<file path="config.mk">
export PLATFORM = sky130hd
export DESIGN_NAME = rv_ex_top
export DESIGN_NICKNAME = d
export VERILOG_FILES = /design/src/design/rv_ex_pkg.sv /design/src/design/rv_decode.sv /design/src/design/rv_ex_operands.sv /design/src/design/rv_ex_alu.sv /design/src/design/rv_ex_top.sv
export VERILOG_INCLUDE_DIRS = /design/src /design/src/include
export SDC_FILE = /design/constraint.sdc
export NUM_CORES = 1
export LEC_CHECK = 0
export BUFFER_PORTS_ARGS = -buffer_cell sky130_fd_sc_hd__buf_4
export CORE_UTILIZATION = 45
export CTS_BUF_LIST = sky130_fd_sc_hd__clkbuf_8
export CTS_CLUSTER_DIAMETER = 40
export DETAILED_ROUTE_END_ITERATION = 8
export PLACE_DENSITY = 0.73
export SLEW_MARGIN = 40
export SYNTH_ARGS = -nofsm -noshare
export SYNTH_HDL_FRONTEND = slang
export SYNTH_SLANG_ARGS = --single-unit
</file>
<file path="constraint.sdc">
create_clock -name i_clk -period 10.3 [get_ports i_clk]
set_input_delay 0 -clock i_clk [delete_from_list [all_inputs] [get_ports i_clk]]
set_output_delay 0 -clock i_clk [all_outputs]
set_load 0.05 [all_outputs]
</file>
<file path="src/include/rv_ex_config.svh">
`ifndef RV_EX_CONFIG_SVH
`define RV_EX_CONFIG_SVH

// Data path width of the integer core
`define XLEN        32

// Full PC width, bit 0 is carried even though it stays zero
`define PC_BITS     32

`define RESET_PC    32'h0000_0000

`define TB_LEN      40   // Default number of bench items

`endif

</file>
<file path="src/design/rv_ex_pkg.sv">
`include "rv_ex_config.svh"

package rv_ex_pkg;

    typedef logic [`XLEN-1:0]    xlen_t;
    typedef logic [`PC_BITS-1:0] pc_t;

    localparam logic [6:0] OPC_OP     = 7'b0110011;
    localparam logic [6:0] OPC_OP_IMM = 7'b0010011;
    localparam logic [6:0] OPC_JAL    = 7'b1101111;
    localparam logic [6:0] OPC_JALR   = 7'b1100111;
    localparam logic [6:0] OPC_BRANCH = 7'b1100011;

    typedef enum logic [3:0] {
        ALU_ADD, ALU_SUB, ALU_SLL, ALU_SLT, ALU_SLTU,
        ALU_XOR, ALU_SRL, ALU_SRA, ALU_OR, ALU_AND
    } alu_op_t;

    // Encoded exactly as funct3 of the branch instructions
    typedef enum logic [2:0] {
        BR_EQ = 3'b000, BR_NE = 3'b001, BR_LT = 3'b100,
        BR_GE = 3'b101, BR_LTU = 3'b110, BR_GEU = 3'b111
    } br_cond_t;

    typedef enum logic [1:0] {OP2_REG, OP2_IMM_I, OP2_FOUR} op2_src_t;

    typedef struct packed {
        alu_op_t  alu_op;
        logic     op1_pc;      // Operand 1 is the PC instead of rs1
        op2_src_t op2_src;
        br_cond_t br_cond;
        logic     is_branch;
        logic     is_jal;
        logic     is_jalr;
        logic     reg_write;
    } ex_ctrl_t;

    typedef struct packed {
        logic [6:0] funct7;
        logic [4:0] rs2;
        logic [4:0] rs1;
        logic [2:0] funct3;
        logic [4:0] rd;
        logic [6:0] opcode;
    } inst_r_t;

    typedef struct packed {
        logic [11:0] imm;
        logic [4:0]  rs1;
        logic [2:0]  funct3;
        logic [4:0]  rd;
        logic [6:0]  opcode;
    } inst_i_t;

    typedef struct packed {
        logic       imm_12;
        logic [5:0] imm_10_5;
        logic [4:0] rs2;
        logic [4:0] rs1;
        logic [2:0] funct3;
        logic [3:0] imm_4_1;
        logic       imm_11;
        logic [6:0] opcode;
    } inst_b_t;

    typedef struct packed {
        logic       imm_20;
        logic [9:0] imm_10_1;
        logic       imm_11;
        logic [7:0] imm_19_12;
        logic [4:0] rd;
        logic [6:0] opcode;
    } inst_j_t;

    typedef union packed {
        inst_r_t r;
        inst_i_t i;
        inst_b_t b;
        inst_j_t j;
    } inst_u;

endpackage

</file>
<file path="src/design/rv_decode.sv">
`timescale 1ns/1ps

module rv_decode
(
    input  rv_ex_pkg::inst_u    i_instr,
    output rv_ex_pkg::ex_ctrl_t o_ctrl,
    output logic [4:0]          o_rd,
    output rv_ex_pkg::xlen_t    o_imm_i,
    output rv_ex_pkg::xlen_t    o_imm_b,
    output rv_ex_pkg::xlen_t    o_imm_j
);

    import rv_ex_pkg::*;

    localparam int XW = $bits(xlen_t);

    ex_ctrl_t   ctrl;
    logic [6:0] opcode;
    logic [2:0] funct3;
    logic       alt;    // funct7[5], selects sub and sra

    // Shared ALU mapping of OP and OP-IMM, sub only exists in the register form
    function automatic alu_op_t alu_decode
    (
        input logic [2:0] f3,
        input logic       f7_alt,
        input logic       is_reg
    );
        alu_op_t op;
        case (f3)
            3'b000:  op = (f7_alt && is_reg) ? ALU_SUB : ALU_ADD;
            3'b001:  op = ALU_SLL;
            3'b010:  op = ALU_SLT;
            3'b011:  op = ALU_SLTU;
            3'b100:  op = ALU_XOR;
            3'b101:  op = f7_alt ? ALU_SRA : ALU_SRL;
            3'b110:  op = ALU_OR;
            default: op = ALU_AND;
        endcase
        return op;
    endfunction

    assign opcode = i_instr.r.opcode;
    assign funct3 = i_instr.r.funct3;
    assign alt    = i_instr.r.funct7[5];

    always_comb
    begin
        ctrl         = '0;
        ctrl.alu_op  = ALU_ADD;
        ctrl.op2_src = OP2_REG;
        ctrl.br_cond = BR_EQ;
        case (opcode)
            OPC_OP:
            begin
                ctrl.alu_op    = alu_decode(funct3, alt, 1'b1);
                ctrl.reg_write = 1'b1;
            end
            OPC_OP_IMM:
            begin
                ctrl.alu_op    = alu_decode(funct3, alt, 1'b0);
                ctrl.op2_src   = OP2_IMM_I;
                ctrl.reg_write = 1'b1;
            end
            OPC_JAL, OPC_JALR:
            begin
                ctrl.op1_pc    = 1'b1;     // Link value is PC + 4 through the adder
                ctrl.op2_src   = OP2_FOUR;
                ctrl.is_jal    = (opcode == OPC_JAL);
                ctrl.is_jalr   = (opcode == OPC_JALR);
                ctrl.reg_write = 1'b1;
            end
            OPC_BRANCH:
            begin
                // funct3 values 010 and 011 are reserved and stay a bubble
                if (funct3[2:1] != 2'b01)
                begin
                    ctrl.is_branch = 1'b1;
                    ctrl.br_cond   = br_cond_t'(funct3);
                end
            end
            default: ;
        endcase
    end

    assign o_ctrl = ctrl;
    assign o_rd   = ctrl.reg_write ? i_instr.r.rd : 5'd0;

    //############################################################
    // Immediates, each read through its own view of the word
    //############################################################
    assign o_imm_i = {{(XW-12){i_instr.i.imm[11]}}, i_instr.i.imm};
    assign o_imm_b = {{(XW-12){i_instr.b.imm_12}}, i_instr.b.imm_11,
                      i_instr.b.imm_10_5, i_instr.b.imm_4_1, 1'b0};
    assign o_imm_j = {{(XW-20){i_instr.j.imm_20}}, i_instr.j.imm_19_12,
                      i_instr.j.imm_11, i_instr.j.imm_10_1, 1'b0};

endmodule

</file>
<file path="src/design/rv_ex_operands.sv">
`timescale 1ns/1ps

module rv_ex_operands
(
    input  logic                i_clk,
    input  logic                i_rst,
    input  logic                i_flush,
    input  logic                i_valid,
    output logic                o_ready,
    input  rv_ex_pkg::ex_ctrl_t i_ctrl,
    input  logic [4:0]          i_rd,
    input  rv_ex_pkg::xlen_t    i_imm_i,
    input  rv_ex_pkg::xlen_t    i_imm_b,
    input  rv_ex_pkg::xlen_t    i_imm_j,
    input  rv_ex_pkg::pc_t      i_pc,
    input  rv_ex_pkg::xlen_t    i_rs1_data,
    input  rv_ex_pkg::xlen_t    i_rs2_data,
    output logic                o_valid,
    input  logic                i_ready,
    output rv_ex_pkg::xlen_t    o_op1,
    output rv_ex_pkg::xlen_t    o_op2,
    output rv_ex_pkg::xlen_t    o_rs1_data,
    output rv_ex_pkg::xlen_t    o_rs2_data,
    output rv_ex_pkg::ex_ctrl_t o_ctrl,
    output logic [4:0]          o_rd,
    output rv_ex_pkg::pc_t      o_pc,
    output rv_ex_pkg::pc_t      o_target
);

    import rv_ex_pkg::*;

    logic     valid;
    ex_ctrl_t ctrl;
    logic [4:0] rd;
    xlen_t    imm_i, imm_b, imm_j;
    xlen_t    rs1_data, rs2_data;
    pc_t      pc;
    logic     accept;

    assign o_ready = !valid || i_ready;
    assign accept  = i_valid && o_ready;

    always_ff @(posedge i_clk)
    begin
        if (i_rst || i_flush)
        begin
            valid <= 1'b0;
            ctrl  <= '0;
        end
        else if (o_ready)
        begin
            valid <= i_valid;
            if (i_valid)
                ctrl <= i_ctrl;
        end
    end

    always_ff @(posedge i_clk)
    begin
        if (accept)
        begin
            rd       <= i_rd;
            imm_i    <= i_imm_i;
            imm_b    <= i_imm_b;
            imm_j    <= i_imm_j;
            pc       <= i_pc;
            rs1_data <= i_rs1_data;
            rs2_data <= i_rs2_data;
        end
    end

    //############################################################
    // Operand select and target adder
    //############################################################
    assign o_op1 = ctrl.op1_pc ? xlen_t'(pc) : rs1_data;

    always_comb
    begin
        case (ctrl.op2_src)
            OP2_IMM_I: o_op2 = imm_i;
            OP2_FOUR:  o_op2 = xlen_t'(4);
            default:   o_op2 = rs2_data;
        endcase
    end

    pc_t tgt_base, tgt_offset, tgt_sum;

    assign tgt_base   = ctrl.is_jalr ? pc_t'(rs1_data) : pc;
    assign tgt_offset = ctrl.is_jalr ? pc_t'(imm_i) :
                        ctrl.is_jal  ? pc_t'(imm_j) :
                                       pc_t'(imm_b);
    assign tgt_sum    = tgt_base + tgt_offset;
    assign o_target   = {tgt_sum[$bits(pc_t)-1:1], 1'b0};  // JALR drops bit 0

    assign o_valid    = valid;
    assign o_rs1_data = rs1_data;
    assign o_rs2_data = rs2_data;
    assign o_ctrl     = ctrl;
    assign o_rd       = rd;
    assign o_pc       = pc;

endmodule

</file>
<file path="src/design/rv_ex_alu.sv">
`timescale 1ns/1ps

module rv_ex_alu
(
    input  logic                i_clk,
    input  logic                i_rst,
    input  logic                i_flush,
    input  logic                i_valid,
    output logic                o_ready,
    input  rv_ex_pkg::xlen_t    i_op1,
    input  rv_ex_pkg::xlen_t    i_op2,
    input  rv_ex_pkg::xlen_t    i_rs1_data,
    input  rv_ex_pkg::xlen_t    i_rs2_data,
    input  rv_ex_pkg::ex_ctrl_t i_ctrl,
    input  logic [4:0]          i_rd,
    input  rv_ex_pkg::pc_t      i_pc,
    input  rv_ex_pkg::pc_t      i_target,
    output logic                o_valid,
    input  logic                i_ready,
    output rv_ex_pkg::xlen_t    o_result,
    output logic [4:0]          o_rd,
    output logic                o_reg_write,
    output logic                o_redirect,
    output rv_ex_pkg::pc_t      o_target
);

    import rv_ex_pkg::*;

    localparam int SHAMT_BITS = $clog2($bits(xlen_t));

    logic [SHAMT_BITS-1:0] shamt;
    xlen_t alu_out;
    xlen_t result;
    pc_t   link_pc;
    logic  cond;
    logic  redirect;

    assign shamt = i_op2[SHAMT_BITS-1:0];

    always_comb
    begin
        case (i_ctrl.alu_op)
            ALU_SUB:  alu_out = i_op1 - i_op2;
            ALU_SLL:  alu_out = i_op1 << shamt;
            ALU_SLT:  alu_out = xlen_t'($signed(i_op1) < $signed(i_op2));
            ALU_SLTU: alu_out = xlen_t'(i_op1 < i_op2);
            ALU_XOR:  alu_out = i_op1 ^ i_op2;
            ALU_SRL:  alu_out = i_op1 >> shamt;
            ALU_SRA:  alu_out = xlen_t'($signed(i_op1) >>> shamt);
            ALU_OR:   alu_out = i_op1 | i_op2;
            ALU_AND:  alu_out = i_op1 & i_op2;
            default:  alu_out = i_op1 + i_op2;
        endcase
    end

    // Branch compare works on the raw register data, not the operands
    always_comb
    begin
        case (i_ctrl.br_cond)
            BR_EQ:   cond = (i_rs1_data == i_rs2_data);
            BR_NE:   cond = (i_rs1_data != i_rs2_data);
            BR_LT:   cond = ($signed(i_rs1_data) < $signed(i_rs2_data));
            BR_GE:   cond = ($signed(i_rs1_data) >= $signed(i_rs2_data));
            BR_LTU:  cond = (i_rs1_data < i_rs2_data);
            default: cond = (i_rs1_data >= i_rs2_data);
        endcase
    end

    assign link_pc  = i_pc + pc_t'(4);
    assign result   = (i_ctrl.is_jal || i_ctrl.is_jalr) ? xlen_t'(link_pc) : alu_out;
    assign redirect = i_ctrl.is_jal || i_ctrl.is_jalr || (i_ctrl.is_branch && cond);

    assign o_ready = !o_valid || i_ready;

    always_ff @(posedge i_clk)
    begin
        if (i_rst || i_flush)
        begin
            o_valid     <= 1'b0;
            o_redirect  <= 1'b0;
            o_reg_write <= 1'b0;
        end
        else if (o_ready)
        begin
            o_valid     <= i_valid;
            o_redirect  <= i_valid && redirect;     // Never raised for a bubble
            o_reg_write <= i_valid && i_ctrl.reg_write;
        end
    end

    always_ff @(posedge i_clk)
    begin
        if (i_valid && o_ready)
        begin
            o_result <= result;
            o_rd     <= i_rd;
            o_target <= i_target;
        end
    end

endmodule

</file>
<file path="src/design/rv_ex_top.sv">
`timescale 1ns/1ps

module rv_ex_top
(
    input  logic             i_clk,
    input  logic             i_rst,
    input  logic             i_flush,
    input  logic             i_valid,
    output logic             o_ready,
    input  logic [31:0]      i_instr,
    input  rv_ex_pkg::pc_t   i_pc,
    input  rv_ex_pkg::xlen_t i_rs1_data,
    input  rv_ex_pkg::xlen_t i_rs2_data,
    output logic             o_valid,
    input  logic             i_ready,
    output rv_ex_pkg::xlen_t o_result,
    output logic [4:0]       o_rd,
    output logic             o_reg_write,
    output logic             o_redirect,
    output rv_ex_pkg::pc_t   o_target
);

    import rv_ex_pkg::*;

    // Decode outputs
    ex_ctrl_t   dec_ctrl;
    logic [4:0] dec_rd;
    xlen_t      dec_imm_i, dec_imm_b, dec_imm_j;

    // Stage 1 to stage 2
    logic       ex1_valid;
    logic       ex2_ready;
    xlen_t      ex1_op1, ex1_op2;
    xlen_t      ex1_rs1_data, ex1_rs2_data;
    ex_ctrl_t   ex1_ctrl;
    logic [4:0] ex1_rd;
    pc_t        ex1_pc, ex1_target;

    rv_decode u_decode
    (
        .i_instr (i_instr),
        .o_ctrl  (dec_ctrl),
        .o_rd    (dec_rd),
        .o_imm_i (dec_imm_i),
        .o_imm_b (dec_imm_b),
        .o_imm_j (dec_imm_j)
    );

    rv_ex_operands u_ex1
    (
        .i_clk      (i_clk),
        .i_rst      (i_rst),
        .i_flush    (i_flush),
        .i_valid    (i_valid),
        .o_ready    (o_ready),
        .i_ctrl     (dec_ctrl),
        .i_rd       (dec_rd),
        .i_imm_i    (dec_imm_i),
        .i_imm_b    (dec_imm_b),
        .i_imm_j    (dec_imm_j),
        .i_pc       (i_pc),
        .i_rs1_data (i_rs1_data),
        .i_rs2_data (i_rs2_data),
        .o_valid    (ex1_valid),
        .i_ready    (ex2_ready),
        .o_op1      (ex1_op1),
        .o_op2      (ex1_op2),
        .o_rs1_data (ex1_rs1_data),
        .o_rs2_data (ex1_rs2_data),
        .o_ctrl     (ex1_ctrl),
        .o_rd       (ex1_rd),
        .o_pc       (ex1_pc),
        .o_target   (ex1_target)
    );

    rv_ex_alu u_ex2
    (
        .i_clk       (i_clk),
        .i_rst       (i_rst),
        .i_flush     (i_flush),
        .i_valid     (ex1_valid),
        .o_ready     (ex2_ready),
        .i_op1       (ex1_op1),
        .i_op2       (ex1_op2),
        .i_rs1_data  (ex1_rs1_data),
        .i_rs2_data  (ex1_rs2_data),
        .i_ctrl      (ex1_ctrl),
        .i_rd        (ex1_rd),
        .i_pc        (ex1_pc),
        .i_target    (ex1_target),
        .o_valid     (o_valid),
        .i_ready     (i_ready),
        .o_result    (o_result),
        .o_rd        (o_rd),
        .o_reg_write (o_reg_write),
        .o_redirect  (o_redirect),
        .o_target    (o_target)
    );

endmodule

</file>
==> flow_metrics.py, run 1 <==
metrics = {
    "sta": {
        "drv_slew": 0,
        "min_period_ns": 6.379,
        "slew_headroom_pct": 33.55,
        "finalSetupViolations": 0,
        "tightest_slew_ns": 0.9690,
        "fin_tns_setup_ns": 0,
        "finalHoldViolCount": 0,
        "fmax_mhz": 156.8,
        "fin_crit_sh_pct": 61.94,
        "clock_skew_ns": 0.02747,
        "rsz0062_at_grt": "false",
    },
    "synth": {
        "yosys.area.top_type": "edfxtp_1",
        "syn-num-nets": 2614,
        "async_flop_share_pct": 0,
        "synthSimpleGateAreaFrac_pct": 16.52,
        "synth_warnings": 0,
        "syn_area_sq_um": 19530,
        "postSynthAreaPerCell_sq_um": 8.431,
        "yosysSeqAreaShare_pct": 31.67,
        "synth-seq-cells": 212,
        "synth_top_family_by_area": "compound AO/OA/AOI/OAI gates",
        "syn_inst": 2317,
        "synth_edf_count": 194,
        "synth-xor-area-share_pct": 3.587,
        "yosysUniqueCellTypes": 92,
        "synth.area.top_cells": "edfxtp_1 (30%), ha_1 (10%), a21oi_1 (5.9%)",
        "synth_mux_area_share_pct": 6.226,
        "synth.top_cell.area_share_pct": 29.82,
        "synth_ff_type": "edfxtp_1",
        "synth_fa_ha_area_share_pct": 10.58,
        "synth_compound_area_share_pct": 25.47,
    },
    "clock_network": {
        "clk_path_buf_depth": 3,
        "post-cts-setup-buffers": 0,
        "clk_latency_ns": 0.61,
        "cts_tree": "built",
        "cts-root-buf": "clkbuf_8",
        "clkTransAtPathRegs_ns": 0.06,
        "numCtsBuffers": 42,
        "cts-htree-levels": 2,
        "clock-sinks": 212,
        "cts.hold.buffers_added": 140,
        "cts_resized": 0,
    },
    "die": {
        "dieHeight_microns": 210.4,
        "pin_count": 206,
        "row_count": 75,
        "start_util_pct": 46.06,
        "die_area_sq_um": 44250,
        "core_area_sq_um": 42420,
        "fp.dieW_microns": 210.4,
    },
    "place": {
        "place_congestion": 1.018,
        "hpwl_microns": 62170,
        "placed_area_sq_um": 21520,
        "port_buffers": 204,
    },
    "routing": {
        "drtPass1Iterations": 6,
        "postRouteWirelength_microns": 84590,
        "vias_per_cell": 6.428,
        "drc": 0,
        "drt_first_iter_violations": 2563,
        "vias": 20620,
        "highest_layer": "met4",
        "wl_per_cell_microns": 26.37,
        "ant_nets": 0,
        "met3WireLength_microns": 9362,
        "met2_wirelength_microns": 36130,
        "drt-met1-wl_microns": 35140,
    },
    "setup_path": {
        "crit_fanout": 44,
        "critical_path_arrival_ns": 6.71,
        "reg2reg_to": "u_ex2.o_result[30]",
        "worst_setup_path_end_kind": "register",
        "critPathLaunchType": "register",
        "crit_end": "u_ex2.o_result[30]",
        "regToRegSetupSlack_ns": 3.92,
        "cp_data_required_time_ns": 10.63,
        "crit_type": "reg2reg",
        "rr_startpoint": "u_ex1.o_ctrl[7]",
        "rr_worst_depth": 19,
        "cp-startpoint": "u_ex1.o_ctrl[7]",
    },
    "global_routing": {
        "overflow": 0,
        "grt_pass1_vias": 19924,
        "grt_max_degree": 84,
        "grt_pass1_wl_microns": 124700,
        "antenna_found_initial": 0,
        "grt_usage_pct": 37.62,
    },
    "run_status": {
        "outcome": "finished clean",
    },
    "layout": {
        "drive_gt1_share_pct": 15.67,
        "fill_cells": 3833,
        "area_growth_syn_to_layout_pct": 21.71,
        "finalNetCount": 2894,
        "fin_area_sq_um": 23780,
    },
    "power_and_ir_drop": {
        "p_int_w": 0.001805,
        "p_sw_share_pct": 35.12,
        "p_switching_w": 0.0009771,
        "power.leakage_nw": 9.808,
        "ir_worst_vdd_uv": 127.6,
        "clkPwrFrac_pct": 31.7,
        "power_w": 0.002782,
        "p_per_area_nw_per_um2": 117.0,
        "seqPwrFrac_pct": 37.2,
        "comb_power_share_pct": 31.2,
    },
    "hold_path": {
        "hold_class": "in2reg",
    },
    "flow_run": {
        "maxCapViolations": 0,
    },
}
worst max-delay path: stages (launching register included):
cell and delay, ns:
dfxtp_1 0.37, inv_1 0.06, ha_1 0.27, buf_4 0.40
and3b_1 0.39, nor2_2 0.14, buf_4 0.43, inv_1 0.45
ha_1 0.40, fa_1 0.42, nor2b_1 0.16, o21ai_0 0.34
a311oi_1 0.18, nor3_1 0.52, o221ai_1 0.33, a21oi_1 0.39
o41ai_1 0.17, xor2_1 0.16, a2111oi_1 0.40, a21oi_1 0.09
cells in the final DEF (no fill, tap or decap), types with 15 or more instances in the layout:
| master | count |
|---|---|
| a211oi_1 | 19 |
| a21o_1 | 41 |
| a21oi_1 | 231 |
| a221oi_1 | 20 |
| a31oi_1 | 29 |
| and3_1 | 24 |
| buf_4 | 240 |
| clkbuf_8 | 44 |
| dfxtp_1 | 16 |
| dlygate4sd3_1 | 140 |
| edfxtp_1 | 194 |
| ha_1 | 162 |
| inv_1 | 149 |
| mux2_2 | 61 |
| mux2i_1 | 45 |
| nand2_1 | 233 |
| nand2b_1 | 16 |
| nand3_1 | 94 |
| nand4_1 | 16 |
| nor2_1 | 175 |
| nor2b_1 | 19 |
| nor3_1 | 36 |
| nor4_1 | 15 |
| o211ai_1 | 46 |
| o21a_1 | 15 |
| o21ai_0 | 137 |
| o221ai_1 | 15 |
| o22ai_1 | 21 |
| xnor2_1 | 58 |
| xor2_1 | 22 |
cells in the mapped netlist, types with 8 or more instances:
| master | n |
|---|---|
| clkbuf_1 | 101 |
| o21bai_1 | 13 |
| a31oi_1 | 29 |
| a32oi_1 | 8 |
| a21boi_0 | 13 |
| or3_1 | 9 |
| mux2_2 | 61 |
| and2_1 | 14 |
| a2111oi_0 | 9 |
| a21oi_1 | 231 |
| a22oi_1 | 14 |
| nand3_1 | 94 |
| nor2_1 | 178 |
| edfxtp_1 | 194 |
| o31ai_1 | 13 |
| o211ai_1 | 46 |
| dfxtp_1 | 18 |
| nor4_1 | 15 |
| o221ai_1 | 15 |
| xnor2_1 | 58 |
| mux2i_1 | 45 |
| ha_1 | 162 |
| o22ai_1 | 21 |
| nand3b_1 | 13 |
| nand2_1 | 234 |
| nor2b_1 | 20 |
| buf_2 | 16 |
| xor2_1 | 22 |
| a221oi_1 | 20 |
| o21a_1 | 16 |
| nand2b_1 | 16 |
| and3_1 | 24 |
| buf_1 | 23 |
| inv_1 | 145 |
| nand4_1 | 16 |
| o21ai_0 | 138 |
| o311ai_0 | 12 |
| o21ai_1 | 12 |
| a211oi_1 | 19 |
| a21o_1 | 41 |
| a221o_1 | 8 |
| nor3_1 | 37 |
registers in the layout, summed over array words and instances (netlist names):
signal and count:
u_ex1.imm_i 12, u_ex2.o_result 32, u_ex1.o_ctrl 14, u_ex2.o_valid 1, u_ex1.o_rs2_data 32, u_ex2.o_rd 5, u_ex1.o_pc 32, u_ex1.imm_j 8
u_ex1.imm_b 5, u_ex2.o_reg_write 1, u_ex2.o_target 31, u_ex1.o_rd 5, u_ex2.o_redirect 1, u_ex1.o_valid 1, u_ex1.o_rs1_data 32
how the worst min path moves through the flow:
| stage | startpoint | cells past startpoint | end | slack, ns |
|---|---|---|---|---|
| floorplan | i_instr[7] | 0 | u_ex1.imm_b[11] | 0.1 |
| global placement | i_rs2_data[25] | 1 | u_ex1.o_rs2_data[25] | 0.18 |
| detailed placement | i_rs2_data[27] | 1 | u_ex1.o_rs2_data[27] | 0.18 |
| CTS | i_instr[2] | 7 | u_ex1.o_ctrl[10] | 0.007 |
| global route | i_instr[25] | 2 | u_ex1.imm_i[5] | 0.09 |
| finish | i_instr[2] | 7 | u_ex1.o_ctrl[10] | 0.07 |
power by group through the flow:
stage / Clock (W) / Combinational (W) / Sequential (W)
after floorplan: 0 / 0.000495 / 0.00108
after global placement: 0 / 0.000783 / 0.00105
after detailed placement: 0 / 0.000788 / 0.00105
after CTS: 0.000889 / 0.000836 / 0.00103
after global routing: 0.000928 / 0.000921 / 0.00104
final: 0.000882 / 0.000867 / 0.00103
metrics by stage:
| step | util [%] | cells | setup WS, ns | hold slack [ns] |
|---|---|---|---|---|
| after floorplan | - | 2317 | 5.364 | 0.09887 |
| after global placement | 50.69 | 2990 | 4.347 | 0.1783 |
| after detailed placement | 50.73 | 2990 | 4.182 | 0.1793 |
| after CTS | 56.03 | 3206 | 4.119 | 0.006950 |
| after global routing | 56.04 | 3206 | 3.668 | 0.08846 |
| final | 56.05 | 3208 | 3.921 | 0.06508 |
final cells by class:
type,instances,area (sq um),share of cell area [%]
flip-flops and latches,212,6193,26.05
well taps,577,721.9,3.037
repair buffers,382,3226,13.57
diodes,2,5.005,0.02105
clock inverters,32,241.5,1.016
inverters,148,559.3,2.352
clock buffers,44,605.6,2.547
multi-input cells,1811,12220,51.41
layer usage:
metal | track usage [%] | up-vias
met3 | 7.762 | 205
met1 | 51.81 | 9919
met5 | 0 | -
li1 | - | 9159
met4 | 16.96 | 0
met2 | 56.65 | 1337
logic make-up (layout without fill, tap and decap cells):
family / count (synthesis) / in the layout
compound gates: 757 / 757
other cells: 1 / 3
xor+xnor: 80 / 80
buf+inv: 294 / 606
flops: 212 / 212
fa+ha+maj: 164 / 164
simple gates: 698 / 698
mux: 111 / 111
(Power assumes the default switching activity.)
==> inputs of run 2 (changes only) <==
--- a/config.mk
+++ b/config.mk
@@ -11,7 +11,7 @@
 export CTS_BUF_LIST = sky130_fd_sc_hd__clkbuf_8
 export CTS_CLUSTER_DIAMETER = 40
 export DETAILED_ROUTE_END_ITERATION = 8
-export PLACE_DENSITY = 0.73
+export PLACE_DENSITY = 0.75
 export SLEW_MARGIN = 40
 export SYNTH_ARGS = -nofsm -noshare
 export SYNTH_HDL_FRONTEND = slang
==> constraint.sdc (replaced) <==
create_clock -name i_clk -period 5.4 [get_ports i_clk]
set_input_delay 0 -clock i_clk [delete_from_list [all_inputs] [get_ports i_clk]]
set_output_delay 0 -clock i_clk [all_outputs]
set_load 0.05 [all_outputs]
==> run 2 against run 1 <==
  * Via count increased by 0.30%
  * Combinational power increased by 94%
  * Sequential share of layout area decreased by 0.084 points
  * Worst setup slack got worse by 3.5 ns
  * First-iteration DRC count increased by 1.7%
  * Cell count increased by 0.53%
  * Count of clock-buffer cells in the layout decreased by 1
  * Wire length about the same
  * Global-route usage increased by 0.059 points
==> flow_metrics.py, run 2 (synthesized netlist as in run 1, its figures left out) <==
metrics = {
    "setup_path": {
        "crit_type": "reg2reg",
        "cp_data_required_time_ns": 5.74,
        "slowest_stage": "o311ai_0",
        "reg2reg_to": "u_ex2.o_result[31]",
        "regToRegSetupSlack_ns": 0.47,
        "crit_fanout": 31,
        "critPathLaunchType": "register",
        "critical_path_arrival_ns": 5.27,
        "rr_startpoint": "u_ex1.o_ctrl[7]",
        "worst_setup_path_end_kind": "register",
        "critPathMaxStageDelay_ns": 0.61,
        "crit_chain": "inv_1 -> ha_1 -> buf_4 -> nand2_1 -> o21a_2 -> ha_1 -> inv_1 -> a21oi_1 -> o311ai_0 -> a31oi_1 -> buf_4 -> or4_1 -> a21oi_1 -> o31ai_1 -> nor3_1 -> mux2i_1 -> o32a_1",
        "rr_worst_depth": 17,
    },
    "power_and_ir_drop": {
        "p_int_w": 0.003342,
        "p_switching_w": 0.001864,
        "clkPwrFrac_pct": 29.9,
        "seqPwrFrac_pct": 37.9,
        "ir_worst_vdd_uv": 207.3,
        "p_per_area_nw_per_um2": 218.4,
        "comb_power_share_pct": 32.2,
        "p_sw_share_pct": 35.81,
        "power.leakage_nw": 9.871,
    },
    "clock_network": {
        "numCtsBuffers": 42,
        "post-cts-setup-buffers": 0,
        "clkTransAtPathRegs_ns": 0.06,
        "cts_tree": "built",
        "clock-sinks": 212,
        "cts-root-buf": "clkbuf_8",
        "cts_resized": 0,
        "clk_latency_ns": 0.62,
        "clk_path_buf_depth": 3,
        "cts.hold.buffers_added": 139,
        "cts-htree-levels": 2,
    },
    "hold_path": {
        "hold_path_depth": 5,
        "hold_end": "u_ex1.o_ctrl[10]",
        "hold_class": "in2reg",
        "hold_start": "i_instr[4]",
    },
    "global_routing": {
        "grt_pass1_wl_microns": 125100,
        "antenna_found_initial": 2,
        "grt_usage_pct": 37.68,
        "overflow": 0,
        "grt_pass1_vias": 19966,
        "grt_max_degree": 86,
    },
    "routing": {
        "drtPass1Iterations": 8,
        "vias": 20681,
        "vias_per_cell": 6.413,
        "drc": 0,
        "wl_per_cell_microns": 26.20,
        "postRouteWirelength_microns": 84510,
        "drt_first_iter_violations": 2607,
        "ant_nets": 0,
    },
    "die": {
        "dieHeight_microns": 210.4,
        "start_util_pct": 46.06,
        "fp.dieW_microns": 210.4,
        "row_count": 75,
        "core_area_sq_um": 42420,
        "die_area_sq_um": 44250,
        "pin_count": 206,
    },
    "layout": {
        "area_growth_syn_to_layout_pct": 22.00,
        "fin_area_sq_um": 23830,
        "final_cell_mix": "buf_4 (261), nand2_1 (233), a21oi_1 (231)",
        "drive_gt1_share_pct": 16.06,
        "layout.cells.most_common": "buf_4",
        "final_cells": 3225,
        "finalNetCount": 2912,
    },
    "flow_run": {
        "maxCapViolations": 0,
    },
    "place": {
        "placed_area_sq_um": 21650,
        "hpwl_microns": 61980,
        "place_congestion": 1.077,
        "port_buffers": 204,
        "placed_cells_incl_taps": 3009,
    },
    "sta": {
        "fin_crit_sh_pct": 91.31,
        "rsz0062_at_grt": "false",
        "drv_slew": 0,
        "fin_tns_setup_ns": 0,
        "slew_headroom_pct": 36.57,
        "fmax_mhz": 202.8,
        "finalHoldViolCount": 0,
        "clock_skew_ns": 0.03386,
        "finalSetupViolations": 0,
        "tightest_slew_ns": 0.9416,
        "min_period_ns": 4.931,
    },
    "run_status": {
        "outcome": "finished clean",
    },
}
## run 2: how the worst max path moves through the flow
stage                          startpoint                 end  slack, ns  cells after the start
final                     u_ex1.o_ctrl[7]  u_ex2.o_result[31]       0.47                     17
after global routing      u_ex1.o_ctrl[7]  u_ex2.o_result[31]       0.16                     17
after CTS                 u_ex1.o_ctrl[7]  u_ex2.o_result[30]       0.42                     15
after detailed placement  u_ex1.o_ctrl[7]  u_ex2.o_result[30]       0.54                     15
after global placement    u_ex1.o_ctrl[7]  u_ex2.o_result[30]       0.65                     15
after floorplan           u_ex1.o_ctrl[7]  u_ex2.o_result[31]       0.46                     20
## run 2: cell type report
cell class                      instances  area [sq um]
Inverter                              148         561.8
Tap cell                              577         721.9
Clock inverter                         33         191.4
Sequential cell                       212          6188
Multi-Input combinational cell       1811         12220
Clock buffer                           43         591.8
Antenna cell                            1         2.502
Fill cell                            3818         18580
Timing Repair Buffer                  400          3351
## run 2: critical path, delay by kind of cell, from the launching register on
family,cells,cell delay (ns)
AOI/OAI and AO/OA,7,1.80
adders and majority gates,2,0.76
buffers and inverters,4,0.79
DFF,1,0.38
muxes,1,0.11
and+or+nand+nor,3,0.81
## run 2: power by group through the flow
| stage | Combinational [W] | Clock, W | Sequential, W |
|---|---|---|---|
| after global placement | 0.00151 | 0 | 0.00200 |
| final | 0.00168 | 0.00156 | 0.00198 |
| after CTS | 0.00161 | 0.00156 | 0.00197 |
| after detailed placement | 0.00152 | 0 | 0.00200 |
| after floorplan | 0.000945 | 0 | 0.00206 |
| after global routing | 0.00178 | 0.00164 | 0.00198 |
## run 2: metal layers
| metal | share of wire (%) | up-vias | GRT usage, % |
|---|---|---|---|
| li1 | - | 9190 | - |
| met1 | 41 | 9941 | 52.44 |
| met2 | 43 | 1324 | 56.57 |
| met3 | 11 | 222 | 7.628 |
| met4 | 4.4 | 4 | 16.18 |
| met5 | 0.032 | - | 0 |
## run 2: stage by stage
stage / power [W] / hold slack (ns) / util, % / worst slack, ns
2_1_floorplan: 0.003005 / 0.09887 / - / 0.4640
3_3_place_gp: 0.003511 / 0.1792 / 51.04 / 0.6470
3_5_place_dp: 0.003523 / 0.1792 / 51.05 / 0.5405
4_1_cts: 0.005142 / 0.002858 / 56.17 / 0.4236
5_1_grt: 0.005401 / 0.06271 / 56.18 / 0.1589
6_report: 0.005206 / 0.03630 / 56.19 / 0.4694
